--- src/rtl/usb_config.svh ---
`ifndef USB_CONFIG_SVH
`define USB_CONFIG_SVH

// Entries in the transmit payload FIFO ahead of the encoder
`define USB_TX_FIFO_DEPTH 16

// Entries in the receive payload FIFO, phy_rx stalls once it is full
`define USB_RX_FIFO_DEPTH 16

`endif

--- src/rtl/usb_pkg.sv ---
package usb_pkg;

  // PID nibble is {type, class}, the wire byte adds the complement on top
  typedef enum logic [1:0] {
    TOK_OUT   = 2'b00,
    TOK_SOF   = 2'b01,
    TOK_IN    = 2'b10,
    TOK_SETUP = 2'b11
  } tok_type_t;

  typedef enum logic [1:0] {
    HSK_ACK   = 2'b00,
    HSK_NAK   = 2'b10,
    HSK_STALL = 2'b11
  } hsk_type_t;

  typedef enum logic {
    DATA0 = 1'b0,
    DATA1 = 1'b1
  } dat_type_t;

  typedef struct packed {
    logic       last;
    logic [7:0] data;
  } tx_beat_t;

  typedef struct packed {
    dat_type_t  dtype;
    logic       last;
    logic [7:0] data;
  } rx_beat_t;

  // Low PID bits that select the packet class
  localparam logic [1:0] PID_TOK_LO = 2'b01;
  localparam logic [1:0] PID_HSK_LO = 2'b10;
  localparam logic [2:0] PID_DAT_LO = 3'b011;

  // CRC5 over {endp, addr}: poly x^5+x^2+1, seed all ones, LSB first
  localparam logic [4:0] CRC5_POLY = 5'h05;

  // CRC16: poly 0x8005, seed all ones, each byte LSB first into a
  // left-shifting register. The register is inverted and bit reversed,
  // so its top bit goes out first, and sent low byte first. Running the
  // same register over data and both CRC bytes leaves CRC16_RESIDUAL
  localparam logic [15:0] CRC16_POLY     = 16'h8005;
  localparam logic [15:0] CRC16_SEED     = 16'hffff;
  localparam logic [15:0] CRC16_RESIDUAL = 16'h800d;

  function automatic logic [7:0] pid_byte(input logic [3:0] pid);
    return {~pid, pid};
  endfunction

  // Returns the 5-bit field as it sits in bits [15:11] of the token
  function automatic logic [4:0] crc5_calc(input logic [10:0] din);
    logic [4:0] crc;
    logic [4:0] field;
    crc = 5'h1f;
    for (int i = 0; i < 11; i++) begin
      if (din[i] ^ crc[4]) begin
        crc = {crc[3:0], 1'b0} ^ CRC5_POLY;
      end else begin
        crc = {crc[3:0], 1'b0};
      end
    end
    // Inverted, highest-order bit first on the wire
    for (int i = 0; i < 5; i++) begin
      field[i] = ~crc[4 - i];
    end
    return field;
  endfunction

endpackage

--- src/rtl/usb_stream_if.sv ---
`timescale 1ns/1ps
// Byte stream with valid/ready/last between packet blocks and the PHY side
interface usb_stream_if;
  logic       tvalid;
  logic       tready;
  logic       tlast;
  logic [7:0] tdata;

  modport src (
    output tvalid,
    output tlast,
    output tdata,
    input  tready
  );

  modport snk (
    input  tvalid,
    input  tlast,
    input  tdata,
    output tready
  );
endinterface

--- src/rtl/decode_packet.sv ---
`timescale 1ns/1ps
module decode_packet import usb_pkg::*; (
  input  logic       clock,
  input  logic       rst_n_i,
  usb_stream_if.snk  rx_i,
  output logic       tok_recv_o,
  output tok_type_t  tok_type_o,
  output logic [6:0] tok_addr_o,
  output logic [3:0] tok_endp_o,
  output logic       usb_sof_o,
  output logic       hsk_recv_o,
  output hsk_type_t  hsk_type_o,
  output logic       crc_err_o,
  output logic       pay_valid_o,
  input  logic       pay_ready_i,
  output rx_beat_t   pay_data_o
);

  // Byte index within the packet, saturates at 3
  logic [1:0]  cnt_q;
  logic [3:0]  pid_q;
  logic        pid_ok_q;
  logic [7:0]  tok_b1_q;
  logic [7:0]  dly0_q;
  logic [7:0]  dly1_q;
  logic        fire;
  logic        first;
  logic        last_fire;
  logic [3:0]  pid_w;
  logic        pid_ok_w;
  logic        is_tok;
  logic        is_hsk;
  logic        is_dat;
  logic        crc5_ok;
  logic        crc16_ok;
  logic        pkt_good;
  logic [15:0] crc_w;

  assign rx_i.tready = pay_ready_i;
  assign fire        = rx_i.tvalid && rx_i.tready;
  assign first       = (cnt_q == 2'd0);
  assign last_fire   = fire && rx_i.tlast;

  // On the PID byte itself, look at the incoming byte directly
  assign pid_w    = first ? rx_i.tdata[3:0] : pid_q;
  assign pid_ok_w = first ? (rx_i.tdata[7:4] == ~rx_i.tdata[3:0]) : pid_ok_q;

  // Class checks include the length each class needs at tlast
  assign is_tok = pid_ok_w && (pid_w[1:0] == PID_TOK_LO) && (cnt_q == 2'd2);
  assign is_hsk = pid_ok_w && (pid_w[1:0] == PID_HSK_LO) && first && (pid_w[3:2] != 2'b01);
  assign is_dat = pid_ok_w && (pid_w[2:0] == PID_DAT_LO) && (cnt_q == 2'd3);

  assign crc5_ok  = (crc5_calc({rx_i.tdata[2:0], tok_b1_q}) == rx_i.tdata[7:3]);
  assign crc16_ok = (crc_w == CRC16_RESIDUAL);
  assign pkt_good = (is_tok && crc5_ok) || is_hsk || (is_dat && crc16_ok);

  usb_crc16 u_crc16 (
    .clock    (clock),
    .rst_n_i  (rst_n_i),
    .clear_i  (fire && first),
    .update_i (fire && !first),
    .data_i   (rx_i.tdata),
    .crc_o    (crc_w)
  );

  // Byte k writes byte k-2, so both CRC bytes stay behind.
  // A bad CRC16 drops the final beat and no tlast goes out
  assign pay_valid_o = fire && is_dat && (!rx_i.tlast || crc16_ok);
  assign pay_data_o  = '{dtype: dat_type_t'(pid_q[3]), last: rx_i.tlast, data: dly1_q};

  always_ff @(posedge clock or negedge rst_n_i) begin
    if (!rst_n_i) begin
      cnt_q      <= 2'd0;
      pid_q      <= '0;
      pid_ok_q   <= 1'b0;
      tok_recv_o <= 1'b0;
      usb_sof_o  <= 1'b0;
      hsk_recv_o <= 1'b0;
      crc_err_o  <= 1'b0;
    end else begin
      tok_recv_o <= last_fire && is_tok && crc5_ok && (pid_w[3:2] != TOK_SOF);
      usb_sof_o  <= last_fire && is_tok && crc5_ok && (pid_w[3:2] == TOK_SOF);
      hsk_recv_o <= last_fire && is_hsk;
      crc_err_o  <= last_fire && !pkt_good;
      if (last_fire) begin
        cnt_q <= 2'd0;
      end else if (fire && cnt_q != 2'd3) begin
        cnt_q <= cnt_q + 2'd1;
      end
      if (fire && first) begin
        pid_q    <= pid_w;
        pid_ok_q <= pid_ok_w;
      end
    end
  end

  always_ff @(posedge clock) begin
    if (fire) begin
      dly0_q <= rx_i.tdata;
      dly1_q <= dly0_q;
    end
    if (fire && cnt_q == 2'd1) tok_b1_q <= rx_i.tdata;
    // Event fields, valid alongside their pulse
    if (last_fire && is_tok) begin
      tok_type_o <= tok_type_t'(pid_w[3:2]);
      tok_addr_o <= tok_b1_q[6:0];
      tok_endp_o <= {rx_i.tdata[2:0], tok_b1_q[7]};
    end
    if (last_fire && is_hsk) hsk_type_o <= hsk_type_t'(pid_w[3:2]);
  end

endmodule

--- src/rtl/encode_packet.sv ---
`timescale 1ns/1ps
module encode_packet import usb_pkg::*; (
  input  logic       clock,
  input  logic       rst_n_i,
  input  logic       hsk_send_i,
  input  hsk_type_t  hsk_type_i,
  output logic       hsk_done_o,
  input  logic       tok_send_i,
  input  tok_type_t  tok_type_i,
  input  logic [6:0] tok_addr_i,
  input  logic [3:0] tok_endp_i,
  output logic       tok_done_o,
  input  logic       dat_send_i,
  input  dat_type_t  dat_type_i,
  output logic       dat_done_o,
  input  logic       pay_valid_i,
  output logic       pay_ready_o,
  input  tx_beat_t   pay_data_i,
  usb_stream_if.src  tx_o
);

  typedef enum logic [2:0] {S_IDLE, S_TOK1, S_TOK2, S_DATA, S_CRC1, S_CRC2, S_LAST} state_t;
  typedef enum logic [1:0] {K_HSK, K_TOK, K_DAT} kind_t;

  state_t      state_q;
  kind_t       kind_q;
  logic        valid_q;
  logic        last_q;
  logic [7:0]  data_q;
  logic [15:0] tok_q;
  logic        out_free;
  logic        tx_fire;
  logic        start;
  logic        pay_fire;
  logic [15:0] crc_w;
  logic [15:0] crc_wire;

  assign tx_o.tvalid = valid_q;
  assign tx_o.tlast  = last_q;
  assign tx_o.tdata  = data_q;

  assign tx_fire  = valid_q && tx_o.tready;
  assign out_free = !valid_q || tx_o.tready;
  // Requests are ignored while a done pulse is out, the caller drops them then
  assign start    = (state_q == S_IDLE) && !(hsk_done_o || tok_done_o || dat_done_o)
                    && (hsk_send_i || tok_send_i || dat_send_i);
  assign pay_ready_o = (state_q == S_DATA) && out_free;
  assign pay_fire    = pay_valid_i && pay_ready_o;

  usb_crc16 u_crc16 (
    .clock    (clock),
    .rst_n_i  (rst_n_i),
    .clear_i  (start),
    .update_i (pay_fire),
    .data_i   (pay_data_i.data),
    .crc_o    (crc_w)
  );

  // Inverted and bit reversed, low byte goes out first
  always_comb begin
    for (int i = 0; i < 16; i++) begin
      crc_wire[i] = ~crc_w[15 - i];
    end
  end

  always_ff @(posedge clock or negedge rst_n_i) begin
    if (!rst_n_i) begin
      state_q    <= S_IDLE;
      kind_q     <= K_HSK;
      valid_q    <= 1'b0;
      last_q     <= 1'b0;
      data_q     <= '0;
      hsk_done_o <= 1'b0;
      tok_done_o <= 1'b0;
      dat_done_o <= 1'b0;
    end else begin
      hsk_done_o <= 1'b0;
      tok_done_o <= 1'b0;
      dat_done_o <= 1'b0;
      case (state_q)
        S_IDLE: begin
          if (start) begin
            valid_q <= 1'b1;
            // Handshake first, then token, then data
            if (hsk_send_i) begin
              kind_q  <= K_HSK;
              data_q  <= pid_byte({hsk_type_i, PID_HSK_LO});
              last_q  <= 1'b1;
              state_q <= S_LAST;
            end else if (tok_send_i) begin
              kind_q  <= K_TOK;
              data_q  <= pid_byte({tok_type_i, PID_TOK_LO});
              last_q  <= 1'b0;
              state_q <= S_TOK1;
            end else begin
              kind_q  <= K_DAT;
              data_q  <= pid_byte({dat_type_i, PID_DAT_LO});
              last_q  <= 1'b0;
              state_q <= S_DATA;
            end
          end
        end
        S_TOK1: begin
          if (out_free) begin
            data_q  <= tok_q[7:0];
            state_q <= S_TOK2;
          end
        end
        S_TOK2: begin
          if (out_free) begin
            data_q  <= tok_q[15:8];
            last_q  <= 1'b1;
            state_q <= S_LAST;
          end
        end
        S_DATA: begin
          if (pay_fire) begin
            valid_q <= 1'b1;
            data_q  <= pay_data_i.data;
            if (pay_data_i.last) state_q <= S_CRC1;
          end else if (out_free) begin
            // TX FIFO ran dry mid-packet
            valid_q <= 1'b0;
          end
        end
        S_CRC1: begin
          if (out_free) begin
            valid_q <= 1'b1;
            data_q  <= crc_wire[7:0];
            state_q <= S_CRC2;
          end
        end
        S_CRC2: begin
          if (out_free) begin
            data_q  <= crc_wire[15:8];
            last_q  <= 1'b1;
            state_q <= S_LAST;
          end
        end
        default: begin
          if (tx_fire) begin
            valid_q    <= 1'b0;
            last_q     <= 1'b0;
            state_q    <= S_IDLE;
            hsk_done_o <= (kind_q == K_HSK);
            tok_done_o <= (kind_q == K_TOK);
            dat_done_o <= (kind_q == K_DAT);
          end
        end
      endcase
    end
  end

  // Token word is {crc5, endp, addr}, sent low byte first
  always_ff @(posedge clock) begin
    if (start) tok_q <= {crc5_calc({tok_endp_i, tok_addr_i}), tok_endp_i, tok_addr_i};
  end

endmodule

--- src/rtl/usb_crc16.sv ---
`timescale 1ns/1ps
module usb_crc16 import usb_pkg::*; (
  input  logic        clock,
  input  logic        rst_n_i,
  input  logic        clear_i,
  input  logic        update_i,
  input  logic [7:0]  data_i,
  output logic [15:0] crc_o
);

  logic [15:0] crc_q;
  logic [15:0] crc_upd;

  // Fold one byte in, LSB first
  always_comb begin
    crc_upd = crc_q;
    for (int i = 0; i < 8; i++) begin
      if (data_i[i] ^ crc_upd[15]) begin
        crc_upd = {crc_upd[14:0], 1'b0} ^ CRC16_POLY;
      end else begin
        crc_upd = {crc_upd[14:0], 1'b0};
      end
    end
  end

  // Look-ahead value, already includes the byte folded in this cycle
  assign crc_o = clear_i  ? CRC16_SEED :
                 update_i ? crc_upd    : crc_q;

  always_ff @(posedge clock or negedge rst_n_i) begin
    if (!rst_n_i) begin
      crc_q <= CRC16_SEED;
    end else begin
      crc_q <= crc_o;
    end
  end

endmodule

--- src/rtl/usb_packet_codec.sv ---
`timescale 1ns/1ps
`include "usb_config.svh"
module usb_packet_codec import usb_pkg::*; (
  input  logic       clock,
  input  logic       rst_n_i,
  input  logic       hsk_send_i,
  input  hsk_type_t  hsk_type_i,
  output logic       hsk_done_o,
  input  logic       tok_send_i,
  input  tok_type_t  tok_type_i,
  input  logic [6:0] tok_addr_i,
  input  logic [3:0] tok_endp_i,
  output logic       tok_done_o,
  input  logic       dat_send_i,
  input  dat_type_t  dat_type_i,
  output logic       dat_done_o,
  input  logic       dat_tvalid_i,
  output logic       dat_tready_o,
  input  logic       dat_tlast_i,
  input  logic [7:0] dat_tdata_i,
  output logic       usb_tx_tvalid_o,
  input  logic       usb_tx_tready_i,
  output logic       usb_tx_tlast_o,
  output logic [7:0] usb_tx_tdata_o,
  input  logic       usb_rx_tvalid_i,
  output logic       usb_rx_tready_o,
  input  logic       usb_rx_tlast_i,
  input  logic [7:0] usb_rx_tdata_i,
  output logic       tok_recv_o,
  output tok_type_t  tok_type_o,
  output logic [6:0] tok_addr_o,
  output logic [3:0] tok_endp_o,
  output logic       usb_sof_o,
  output logic       hsk_recv_o,
  output hsk_type_t  hsk_type_o,
  output logic       crc_err_o,
  output logic       out_tvalid_o,
  input  logic       out_tready_i,
  output logic       out_tlast_o,
  output dat_type_t  out_ttype_o,
  output logic [7:0] out_tdata_o
);

  usb_stream_if phy_tx ();
  usb_stream_if phy_rx ();

  tx_beat_t dat_beat;
  tx_beat_t enc_beat;
  logic     enc_valid;
  logic     enc_ready;
  rx_beat_t dec_beat;
  logic     dec_valid;
  logic     dec_ready;
  rx_beat_t out_beat;

  assign dat_beat        = '{last: dat_tlast_i, data: dat_tdata_i};
  assign usb_tx_tvalid_o = phy_tx.tvalid;
  assign usb_tx_tlast_o  = phy_tx.tlast;
  assign usb_tx_tdata_o  = phy_tx.tdata;
  assign phy_tx.tready   = usb_tx_tready_i;
  assign phy_rx.tvalid   = usb_rx_tvalid_i;
  assign phy_rx.tlast    = usb_rx_tlast_i;
  assign phy_rx.tdata    = usb_rx_tdata_i;
  assign usb_rx_tready_o = phy_rx.tready;
  assign out_tlast_o     = out_beat.last;
  assign out_ttype_o     = out_beat.dtype;
  assign out_tdata_o     = out_beat.data;

  usb_stream_fifo #(
    .T     (tx_beat_t),
    .DEPTH (`USB_TX_FIFO_DEPTH)
  ) u_tx_fifo (
    .clock      (clock),
    .rst_n_i    (rst_n_i),
    .wr_valid_i (dat_tvalid_i),
    .wr_ready_o (dat_tready_o),
    .wr_data_i  (dat_beat),
    .rd_valid_o (enc_valid),
    .rd_ready_i (enc_ready),
    .rd_data_o  (enc_beat)
  );

  encode_packet u_encode (
    .clock       (clock),
    .rst_n_i     (rst_n_i),
    .hsk_send_i  (hsk_send_i),
    .hsk_type_i  (hsk_type_i),
    .hsk_done_o  (hsk_done_o),
    .tok_send_i  (tok_send_i),
    .tok_type_i  (tok_type_i),
    .tok_addr_i  (tok_addr_i),
    .tok_endp_i  (tok_endp_i),
    .tok_done_o  (tok_done_o),
    .dat_send_i  (dat_send_i),
    .dat_type_i  (dat_type_i),
    .dat_done_o  (dat_done_o),
    .pay_valid_i (enc_valid),
    .pay_ready_o (enc_ready),
    .pay_data_i  (enc_beat),
    .tx_o        (phy_tx)
  );

  decode_packet u_decode (
    .clock       (clock),
    .rst_n_i     (rst_n_i),
    .rx_i        (phy_rx),
    .tok_recv_o  (tok_recv_o),
    .tok_type_o  (tok_type_o),
    .tok_addr_o  (tok_addr_o),
    .tok_endp_o  (tok_endp_o),
    .usb_sof_o   (usb_sof_o),
    .hsk_recv_o  (hsk_recv_o),
    .hsk_type_o  (hsk_type_o),
    .crc_err_o   (crc_err_o),
    .pay_valid_o (dec_valid),
    .pay_ready_i (dec_ready),
    .pay_data_o  (dec_beat)
  );

  usb_stream_fifo #(
    .T     (rx_beat_t),
    .DEPTH (`USB_RX_FIFO_DEPTH)
  ) u_rx_fifo (
    .clock      (clock),
    .rst_n_i    (rst_n_i),
    .wr_valid_i (dec_valid),
    .wr_ready_o (dec_ready),
    .wr_data_i  (dec_beat),
    .rd_valid_o (out_tvalid_o),
    .rd_ready_i (out_tready_i),
    .rd_data_o  (out_beat)
  );

endmodule

--- src/rtl/usb_stream_fifo.sv ---
`timescale 1ns/1ps
module usb_stream_fifo #(
  parameter type         T     = logic [7:0],
  parameter int unsigned DEPTH = 16
) (
  input  logic clock,
  input  logic rst_n_i,
  input  logic wr_valid_i,
  output logic wr_ready_o,
  input  T     wr_data_i,
  output logic rd_valid_o,
  input  logic rd_ready_i,
  output T     rd_data_o
);

  localparam int unsigned AW = (DEPTH > 1) ? $clog2(DEPTH) : 1;

  T              mem_q [DEPTH];
  logic [AW-1:0] wr_ptr_q;
  logic [AW-1:0] rd_ptr_q;
  logic [AW:0]   used_q;
  logic          wr_fire;
  logic          head_load;
  logic          bypass;
  logic          mem_wr;
  logic          mem_rd;

  function automatic logic [AW-1:0] ptr_inc(input logic [AW-1:0] p);
    return (p == AW'(DEPTH - 1)) ? '0 : p + 1'b1;
  endfunction

  assign wr_ready_o = (used_q < (AW + 1)'(DEPTH));
  assign wr_fire    = wr_valid_i && wr_ready_o;
  // Head register takes a new entry when empty or being drained
  assign head_load  = !rd_valid_o || rd_ready_i;
  // Write straight into the head when the buffer behind it is empty
  assign bypass     = head_load && (used_q == '0) && wr_fire;
  assign mem_rd     = head_load && (used_q != '0);
  assign mem_wr     = wr_fire && !bypass;

  always_ff @(posedge clock or negedge rst_n_i) begin
    if (!rst_n_i) begin
      wr_ptr_q   <= '0;
      rd_ptr_q   <= '0;
      used_q     <= '0;
      rd_valid_o <= 1'b0;
    end else begin
      if (mem_wr) wr_ptr_q <= ptr_inc(wr_ptr_q);
      if (mem_rd) rd_ptr_q <= ptr_inc(rd_ptr_q);
      if (mem_wr && !mem_rd) begin
        used_q <= used_q + 1'b1;
      end else if (mem_rd && !mem_wr) begin
        used_q <= used_q - 1'b1;
      end
      if (head_load) rd_valid_o <= mem_rd || bypass;
    end
  end

  always_ff @(posedge clock) begin
    if (mem_wr) mem_q[wr_ptr_q] <= wr_data_i;
    if (mem_rd) begin
      rd_data_o <= mem_q[rd_ptr_q];
    end else if (bypass) begin
      rd_data_o <= wr_data_i;
    end
  end

endmodule

--- config.mk ---
export PLATFORM = sky130hd
export DESIGN_NAME = usb_packet_codec
export DESIGN_NICKNAME = d
export VERILOG_FILES = /design/src/rtl/usb_pkg.sv /design/src/rtl/usb_stream_if.sv /design/src/rtl/decode_packet.sv /design/src/rtl/encode_packet.sv /design/src/rtl/usb_crc16.sv /design/src/rtl/usb_packet_codec.sv /design/src/rtl/usb_stream_fifo.sv
export VERILOG_INCLUDE_DIRS = /design/src /design/src/rtl
export SDC_FILE = /design/constraint.sdc
export NUM_CORES = 1
export LEC_CHECK = 0
export BUFFER_PORTS_ARGS = -buffer_cell sky130_fd_sc_hd__buf_2
export CORE_MARGIN = 5
export CORE_UTILIZATION = 45
export DETAILED_ROUTE_END_ITERATION = 10
export GPL_ROUTABILITY_DRIVEN = 0
export PLACE_DENSITY_LB_ADDON = 0.2
export SYNTH_ARGS = -nofsm -noshare
export SYNTH_HDL_FRONTEND = slang
export SYNTH_SLANG_ARGS = --single-unit
--- constraint.sdc ---
create_clock -name clock -period 4.1 [get_ports clock]
set_input_delay 0.41 -clock clock [delete_from_list [all_inputs] [get_ports clock]]
set_output_delay 0.41 -clock clock [all_outputs]
set_load 0.02 [all_outputs]
==> metrics, run 1 <==
Worst Path Max Fanout=5; peak supply drop=342 uV; max_cap viols=0; Final Util=52.6%; synthesized netlist cell count=between 1000 and 1500; kind of critical path=register to register; Slew @ Worst Pin=0.948 ns; share of Yosys cell area claimed by the top area cell type=between 50% and 60%; Yosys cell types=71; hold path depth=1; Mapped Area=around 20000 sq um; Worst setup EP type=register; DR iter-0 viols=747; register-to-register path setup slack=around 0.39 ns; part of the power in combinational logic=29.3%; RSZ-0062 raised after global routing=false; DIE AREA=between 40000 and 50000 sq um; multi-input gate area in the final layout=5890 sq um; gr ovfl total=0; Seq/Total Area, Yosys=68.8%; Layout area overhead=14.9%; Fmax=269 MHz; Rows=76; final hold violation count=0; number of global-route vias before repair=10900; final worst path period share=90.6%; syn_area_per_cell=17.0 sq um; die height=220 um; vias per std cell=5.43; FFs w/ async S/R, synth=19.1%; most common library cells after synthesis=edfxtp_1, mux4_2, nand2_1, xnor2_1, dfrtp_1; minimum clock period=3.71 ns; clock sinks=467; Ports=88; Hold EP=u_encode.tok_q[9]; Post-CTS Setup Inserts=0; run status=finished, final reports clean; GRT Overall Usage=roughly 17%; PortBufs=between 80 and 90; R2R cell count=14; post-synth net total=between 1000 and 1500; Final Skew=slightly below 0.02 ns; P_sw=4710 uW; WP data required=4.57 ns; core area=between 40000 and 50000 sq um; WL/cell=21.1 um; clock share of power=between 20% and 30%; Initial Utilization=45.8%; Detail Route Antenna Nets=0; TritonCTS clock tree=yes; switching share of power=30.4%; CP startpoint kind=register; post_cts resized=0; H-Tree Depth=2; fill count=3485; number of synthesized flops with an enable pin=378; post-route setup TNS=0 ns; DRC violations left=0; detailed placer's ending HPWL=26.6 mm; overall routed net length=40.5 mm; number of synthesized register bits=467; R2R Path End=u_rx_fifo.used_q[4]; Min-Delay Startpoint=tok_endp_i[2]; cell accounting for the most synthesized area=edfxtp_1; DRT Pass-1 Iters=5; Worst Hold Class=input pin to register; DIE WIDTH=220 um; nets=1357; first-pass GRT wire length=64.2 mm; CTS Hold Bufs=2; Main synth FF type=edfxtp_1; Final Setup Violations=0; Slew headroom=36.8%; root buf cell=clkbuf_16; share of layout cells above drive strength 1=~29%; sequential share of power=between 40% and 50%; total power per unit cell area=approximately 680 nW/um^2; Warnings, synthesis=0; Critical Path AT=4.18 ns; max-slew violations=0; number of diodes=0; leakage=0.00798 uW; most numerous cell in the Yosys netlist=edfxtp_1; largest net degree at the start of global routing=60; Pint=10800 uW; sequential cell area=13600 sq um; ranking of synthesized cells by area=edfxtp_1, mux4_2, dfrtp_1, dfstp_2, xnor2_1; CTS buffer count=49; Reg clk slew, reported paths=0.06 ns; clock latency at the later pin of the worst-skew pair=0.60 ns; R2R Path Start=u_decode.u_crc16.crc_q[14]; vias=around 10000; Max clock buf depth=3; initial antenna violation count=0
[routing by layer]
metal	vias up	share of wire [%]	routed length (um)	global-route usage [%]
met5	-	0	0	0
met4	0	2.1	841	4.49
met3	57	5.2	2110	3.82
met2	236	46	18500	25.8
met1	5315	47	19100	26.0
li1	4801	-	-	-
[area by class of cell]
class,instances,area share [%]
clock buffer,67,5.91
timing repair buffer,128,3.41
sequential,467,59.9
multi-input combinational,622,25.9
inverter,24,0.396
tap,585,3.22
clock inverter,25,1.32
[per-stage QoR]
| step | instances | setup slack, ns | hold WS [ns] | power (uW) | area, sq um |
|---|---|---|---|---|---|
| floorplan | 1164 | 0.548 | 0.114 | 9830 | 19800 |
| global placement | 1824 | 0.348 | 0.401 | 11100 | 21100 |
| detailed placement | 1824 | 0.260 | 0.407 | 11100 | 21100 |
| CTS | 1918 | 0.369 | 0.000216 | 15700 | 22800 |
| global route | 1918 | 0.0593 | 0.00130 | 16400 | 22800 |
| finish | 1918 | 0.386 | 0.0354 | 15500 | 22800 |
[worst max-delay path: stages, from the launching register on]
cell and delay, ns:
dfstp_2 0.56, xor2_2 0.26, xnor3_1 0.47, xnor3_2 0.28, o32ai_1 0.30, nand4_2 0.21
a21o_1 0.23, nor2_1 0.15, inv_1 0.10, ha_1 0.32, nor2b_1 0.14, o21ai_0 0.20
and3_1 0.18, mux2i_1 0.08, xnor2_1 0.12
[power by group through the flow]
stage	Sequential (uW)	Clock [uW]	Combinational, uW
2_1_floorplan	6410	0	3420
3_5_place_dp	6560	0	4560
3_3_place_gp	6540	0	4540
4_1_cts	6460	4630	4590
5_1_grt	6550	4840	4990
6_report	6450	4490	4540
[worst max path at each step]
stage / startpoint / cells after the start / end
5_1_grt: u_decode.cnt_q[0] / 16 / u_rx_fifo.used_q[4]
6_report: u_decode.u_crc16.crc_q[14] / 14 / u_rx_fifo.used_q[4]
2_1_floorplan: usb_rx_tdata_i[1] / 17 / u_rx_fifo.used_q[4]
3_5_place_dp: usb_rx_tdata_i[5] / 15 / u_rx_fifo.used_q[4]
3_3_place_gp: usb_rx_tdata_i[5] / 15 / u_rx_fifo.used_q[4]
4_1_cts: u_decode.u_crc16.crc_q[14] / 14 / u_rx_fifo.used_q[4]
[cell usage in the layout (no fill, tap or decap), types with 5 or more instances in the layout]
cell type	n
nor2b_1	7
nor2_1	49
dfrtp_1	54
nand4_1	7
o21a_1	5
inv_1	22
dfstp_2	32
mux2_2	36
o221ai_1	5
nand2_1	81
and4b_1	8
o21ai_0	36
nor4_1	5
clkinv_1	7
o211ai_1	9
ha_1	20
a21o_1	8
and4_1	7
bufinv_16	6
buf_2	86
a22oi_1	5
mux4_2	95
clkbuf_16	49
clkbuf_1	13
clkbuf_8	5
xor2_1	22
a21oi_1	30
edfxtp_1	378
and2_1	20
nor3_1	12
mux2i_1	9
o22ai_1	8
xnor2_1	65
nand3_1	9
clkinv_2	8
buf_4	38
[state kept, by name, indices dropped and copies added, names as in the netlist, 7 cells and up]
signal	count
u_encode.tx_o.tdata	8
u_decode.dly1_q	8
u_tx_fifo.mem_q	144
u_decode.dly0_q	8
u_tx_fifo.rd_data_o	9
u_rx_fifo.mem_q	160
u_rx_fifo.rd_data_o	10
u_decode.u_crc16.crc_q	16
u_encode.tok_q	16
u_encode.u_crc16.crc_q	16
u_decode.tok_b1_q	8
u_decode.tok_addr_o	7
[cell families after synthesis]
logic type / after synthesis / synth area share (%)
buf+inv: 75 / 1.54
fa+ha+maj: 22 / 1.47
simple gates: 227 / 5.76
mux: 141 / 13.4
flops: 467 / 68.8
compound gates: 137 / 4.45
xor+xnor: 95 / 4.61
No activity file was read; power rests on OpenSTA's default activity.
==> run 2, diff against run 1 <==
RECOVER_POWER = 25   (was default)
==> metrics, run 2 (synthesis results as in run 1) <==
part of the power in combinational logic=29.3% (about the same); total power per unit cell area=682 nW/um^2 (was 681 nW/um^2); GRT Overall Usage=17.3% (unchanged); R2R Path Start=u_decode.u_crc16.crc_q[14] (unchanged); max-slew violations=0 (unchanged); clock share of power=29.0% (about the same); post-route setup TNS=0 ns (unchanged); Rows=76 (unchanged); final instance area=22700 sq um (was 22800 sq um); most frequent cells in the layout=edfxtp_1, mux4_2, nand2_1 (was edfxtp_1, mux4_2, buf_2); crit path capture=u_rx_fifo.used_q[4] (unchanged); fill count=3503 (was 3485); Layout area overhead=14.6% (was 14.9%); share of layout cells above drive strength 1=26.0% (was 28.7%); Slew @ Worst Pin=1.20 ns (was 0.948 ns); overall routed net length=40.4 mm (was 40.5 mm); largest net degree at the start of global routing=60 (unchanged); R2R cell count=14 (unchanged); Pint=10800 uW (about the same); P_sw=4720 uW (was 4710 uW); Detail Route Antenna Nets=0 (unchanged); multi-input gate area in the final layout=5890 sq um (unchanged); TritonCTS clock tree=yes (unchanged); Worst setup EP type=register (unchanged); flip-flop count of the largest register after layout=160 (unchanged); leakage=0.00787 uW (was 0.00798 uW); max_cap viols=0 (unchanged); dpl cell area=21100 sq um (unchanged); initial antenna violation count=0 (unchanged); Fmax=269 MHz (about the same); sequential cell area=13600 sq um (unchanged); switching share of power=30.5% (was 30.4%); detailed placer's ending HPWL=26.6 mm (unchanged); final hold violation count=0 (unchanged); Slew headroom=19.9% (was 36.8%); Final Skew=0.0174 ns (was 0.0197 ns); root buf cell=clkbuf_16 (unchanged); commonest non-fill, non-tap cell in the layout=edfxtp_1 (unchanged); RSZ-0062 raised after global routing=false (unchanged); Ports=88 (unchanged); Reg clk slew, reported paths=0.06 ns (about the same); Worst Path Max Fanout=5 (unchanged); Biggest register=u_rx_fifo.mem_q (unchanged); DRC violations left=0 (unchanged); Final Setup Violations=0 (unchanged); kind of critical path=register to register (unchanged); WL/cell=21.1 um (about the same); DRT Pass-1 Iters=5 (unchanged); H-Tree Depth=2 (unchanged); sequential share of power=41.7% (about the same); run status=finished, final reports clean (unchanged); clock latency at the later pin of the worst-skew pair=0.59 ns (was 0.60 ns); core area=43300 sq um (unchanged); vias=10400 (about the same); DIE AREA=48300 sq um (unchanged); register-to-register path setup slack=0.38 ns (was 0.39 ns); top flop regs=u_rx_fifo.mem_q x160, u_tx_fifo.mem_q x144 (unchanged); post_cts resized=0 (unchanged); DR iter-0 viols=728 (was 747); Worst Setup SP=u_decode.u_crc16.crc_q[14] (unchanged); peak supply drop=344 uV (was 342 uV); clock sinks=467 (unchanged); Initial Utilization=45.8% (unchanged); number of diodes=0 (unchanged); nets=1357 (unchanged); Worst Hold Class=input pin to register (unchanged); first-pass GRT wire length=64.2 mm (unchanged); number of global-route vias before repair=10900 (unchanged); vias per std cell=5.45 (was 5.43); PortBufs=87 (unchanged); minimum clock period=3.72 ns (was 3.71 ns); final worst path period share=90.7% (was 90.6%); WP data required=4.57 ns (about the same); Critical Path AT=4.19 ns (was 4.18 ns); R2R Path End=u_rx_fifo.used_q[4] (unchanged); Max clock buf depth=3 (unchanged); DIE WIDTH=220 um (unchanged); die height=220 um (unchanged); CTS buffer count=49 (unchanged); gr ovfl total=0 (unchanged); CP startpoint kind=register (unchanged)
[run 2: power groups by stage]
stage | registers [uW] | logic (uW) | clock network [uW]
2_1_floorplan | 6410 | 3420 | 0
3_3_place_gp | 6540 | 4540 | 0
3_5_place_dp | 6560 | 4560 | 0
4_1_cts | 6460 | 4590 | 4630
5_1_grt | 6550 | 4970 | 4840
6_report | 6450 | 4530 | 4490
[run 2: repair_timing]
action,in CTS,in global routing
endpoints found under the hold margin,43,0
setup buffers,0,0
hold buffers,2,0
[run 2: worst min path at each step]
stage,from,to,cells past startpoint
after floorplan,rst_n_i,u_decode.cnt_q[0],0
after global placement,u_decode.dly0_q[3],u_decode.dly1_q[3],0
after detailed placement,u_decode.dly0_q[2],u_decode.dly1_q[2],0
after CTS,tok_endp_i[2],u_encode.tok_q[9],1
after global routing,tok_endp_i[2],u_encode.tok_q[9],1
final,tok_endp_i[2],u_encode.tok_q[9],1
[run 2: metrics by stage]
stage	total power (uW)	worst slack, ns	hold slack (ns)	cells	utilization, %
after floorplan	9830	0.548	0.114	1164	-
after detailed placement	11100	0.260	0.407	1824	48.7
after CTS	15700	0.369	0.000216	1918	52.6
after global placement	11100	0.348	0.401	1824	48.7
after global routing	16400	0.0571	0.0459	1918	52.4
final	15500	0.381	0.0693	1918	52.4
[run 2: cell type report]
cell class	instances	area share, %
Multi-Input combinational cell	622	25.9
Inverter	24	0.397
Clock inverter	25	1.32
Sequential cell	467	60.0
Clock buffer	67	5.92
Tap cell	585	3.23
Timing Repair Buffer	128	3.14
[run 2: worst max-delay path: stages, from the launching register on]
cell and delay [ns]:
dfstp_2 0.56, xor2_2 0.26, xnor3_1 0.47, xnor3_2 0.28, o32ai_1 0.30, nand4_2 0.21
a21o_1 0.23, nor2_1 0.15, inv_1 0.10, ha_1 0.32, nor2b_1 0.14, o21ai_0 0.20
and3_1 0.18, mux2i_1 0.08, xnor2_1 0.12
[run 2: per-layer routing]
| metal | wire (um) | vias up | GRT usage [%] |
|---|---|---|---|
| li1 | - | 4810 | - |
| met1 | 19200 | 5344 | 26.0 |
| met2 | 18400 | 233 | 25.8 |
| met3 | 2000 | 59 | 3.82 |
| met4 | 849 | 0 | 4.49 |
| met5 | 0 | - | 0 |
==> run 3, diff against run 2 <==
clock period = 3.6 ns   (was 4.1 ns; I/O delays follow)
==> metrics, run 3 (synthesis results as in run 1) <==
DIE WIDTH=220 um (unchanged); leakage=0.00811 uW (was 0.00787 uW); Worst setup EP type=register (unchanged); CP max stage delay=0.59 ns (was 0.56 ns); WP data required=3.90 ns (was 4.57 ns); R2R cell count=11 (was 14); commonest non-fill, non-tap cell in the layout=edfxtp_1 (unchanged); grt met2 use=27.3% (was 25.8%); peak supply drop=483 uV (was 344 uV); Final Skew=0.0168 ns (was 0.0174 ns); kind of critical path=register to register (unchanged); minimum clock period=3.49 ns (was 3.72 ns); core area=43300 sq um (unchanged); Levels on crit path=11 (was 14); overall routed net length=41.7 mm (was 40.4 mm); Initial Utilization=45.8% (unchanged); WL/cell=21.4 um (was 21.1 um); max_cap viols=0 (unchanged); Final Util=53.6% (was 52.4%); PortBufs=87 (unchanged); final hold violation count=0 (unchanged); Worst Hold Class=input pin to register (unchanged); crit path capture=u_rx_fifo.mem_q[12][6] (was u_rx_fifo.used_q[4]); final instance area=23200 sq um (was 22700 sq um); most frequent cells in the layout=edfxtp_1, mux4_2, nand2_1 (unchanged); total power per unit cell area=773 nW/um^2 (was 682 nW/um^2); RSZ-0062 raised after global routing=true (was false); multi-input gate area in the final layout=5960 sq um (was 5890 sq um); R2R Path Start=u_decode.u_crc16.crc_q[15] (was u_decode.u_crc16.crc_q[14]); Rows=76 (unchanged); DRC violations left=0 (unchanged); largest net degree at the start of global routing=56 (was 60); H-Tree Depth=2 (unchanged); Ports=88 (unchanged); GRT Overall Usage=17.7% (was 17.3%); critical path's top delay family=XOR/XNOR gates (unchanged); dpl cell area=21300 sq um (was 21100 sq um); DIE AREA=48300 sq um (unchanged); Biggest register=u_rx_fifo.mem_q (unchanged); R2R Path End=u_rx_fifo.mem_q[12][6] (was u_rx_fifo.used_q[4]); final worst path period share=97.1% (was 90.7%); flip-flop count of the largest register after layout=160 (unchanged); top flop regs=u_rx_fifo.mem_q x160, u_tx_fifo.mem_q x144 (unchanged); post-route setup TNS=0 ns (unchanged); share of layout cells above drive strength 1=28.7% (was 26.0%); clock latency at the later pin of the worst-skew pair=0.59 ns (about the same); DRT Pass-1 Iters=5 (unchanged); Reg clk slew, reported paths=0.06 ns (about the same); Worst Setup SP=u_decode.u_crc16.crc_q[15] (was u_decode.u_crc16.crc_q[14]); die height=220 um (unchanged); Worst Path Max Fanout=22 (was 5); number of diodes=0 (unchanged); sequential cell area=13600 sq um (unchanged); CP startpoint kind=register (unchanged); Buf/Inv on CP=3 (was 1); Layout area overhead=17.1% (was 14.6%); Max clock buf depth=3 (unchanged); CTS buffer count=50 (was 49); met1 Use GR=26.4% (was 26.0%); Fmax=286 MHz (was 269 MHz); fin cells=1950 (was 1918); routing usage on met3=3.49% (was 3.82%); max-slew violations=0 (unchanged); Detail Route Antenna Nets=0 (unchanged); gr ovfl total=0 (unchanged); total power=17900 uW (was 15500 uW); detailed placer's ending HPWL=27.1 mm (was 26.6 mm); Slew @ Worst Pin=0.892 ns (was 1.20 ns); Most Crowded Layer GR=met2 (was met1); dpl cells=1841 (was 1824); Final Setup Violations=0 (unchanged); critical path's slowest cell=dfstp_2 (unchanged); register-to-register path setup slack=0.11 ns (was 0.38 ns); Slew headroom=40.5% (was 19.9%); run status=finished, final reports clean (unchanged); first-pass GRT wire length=65.7 mm (was 64.2 mm); nets=1388 (was 1357); vias=10500 (was 10400); Critical Path AT=3.80 ns (was 4.19 ns); root buf cell=clkbuf_16 (unchanged); initial antenna violation count=0 (unchanged); DR iter-0 viols=785 (was 728); number of global-route vias before repair=10900 (about the same); vias per std cell=5.41 (was 5.45); fill count=3466 (was 3503); Min-Delay Startpoint=dat_send_i (was tok_endp_i[2]); clock sinks=467 (unchanged); TritonCTS clock tree=yes (unchanged); CP cell instances=xnor2_4 > xnor3_1 > xnor3_2 > xnor3_1 > o22a_2 > nand4_4 > buf_4 > a211oi_2 > buf_4 > and4_1 > buf_12 (was xor2_2 > xnor3_1 > xnor3_2 > o32ai_1 > nand4_2 > a21o_1 > nor2_1 > inv_1 > ha_1 > nor2b_1 > o21ai_0 > and3_1 > mux2i_1 > xnor2_1)
-- run 3: changes by cell type in the layout (fill, tap and decap cells not counted), sizes merged --
cell / change
clkinvlp: +1
inv: -3
buf: +36
bufinv: -1
dlygate4sd3: +10
clkinv: +4
clkbuf: -15
-- run 3: layer usage --
metal  part of all wire, %  vias to the layer above  wire length [um]
li1                      -                     4858                 -
met1                    47                     5405             19400
met2                    47                      221             19600
met3                   4.7                       62              1960
met4                   1.8                        0               763
met5                     0                        -                 0
-- run 3: worst min path at each step --
stage	endpoint	slack (ns)	cells after the start
after floorplan	u_decode.cnt_q[0]	0.06	0
after global placement	u_decode.dly1_q[0]	0.40	0
after detailed placement	u_decode.dly1_q[2]	0.40	0
after CTS	u_encode.tok_q[6]	0.005	1
after global routing	u_encode.kind_q[1]	0.08	3
final	u_encode.kind_q[1]	0.08	3
-- run 3: per-stage QoR --
step	hold WS (ns)	worst slack, ns
after detailed placement	0.405	0.0541
after floorplan	0.0644	0.0586
after global placement	0.402	0.120
final	0.0761	0.105
after global routing	0.0788	-0.0675
after CTS	0.00453	0.0466
-- run 3: final cells by class --
class,count,area share (%)
timing repair buffer,158,4.75
multi-input combinational,622,25.7
tap,585,3.16
sequential,467,58.7
inverter,24,0.388
clock buffer,68,6.08
clock inverter,26,1.19
-- run 3: report_power, final --
part | internal [uW] | switching, uW | leakage [uW]
clock network | 3100 | 2090 | 0.000819
registers | 6710 | 593 | 0.00444
logic | 2680 | 2760 | 0.00285
-- run 3: worst min-delay path, delay by kind of cell --
family          cells  cell delay [ns]
compound gates      2             0.16
buf+inv             1             0.09
-- run 3: timing repair --
item | CTS | global route
endpoints found under the hold margin | 49 | 0
gates resized for setup | 0 | 12
setup buffers | 0 | 3
hold buffers | 12 | 0
setup endpoints to repair | 0 | 2
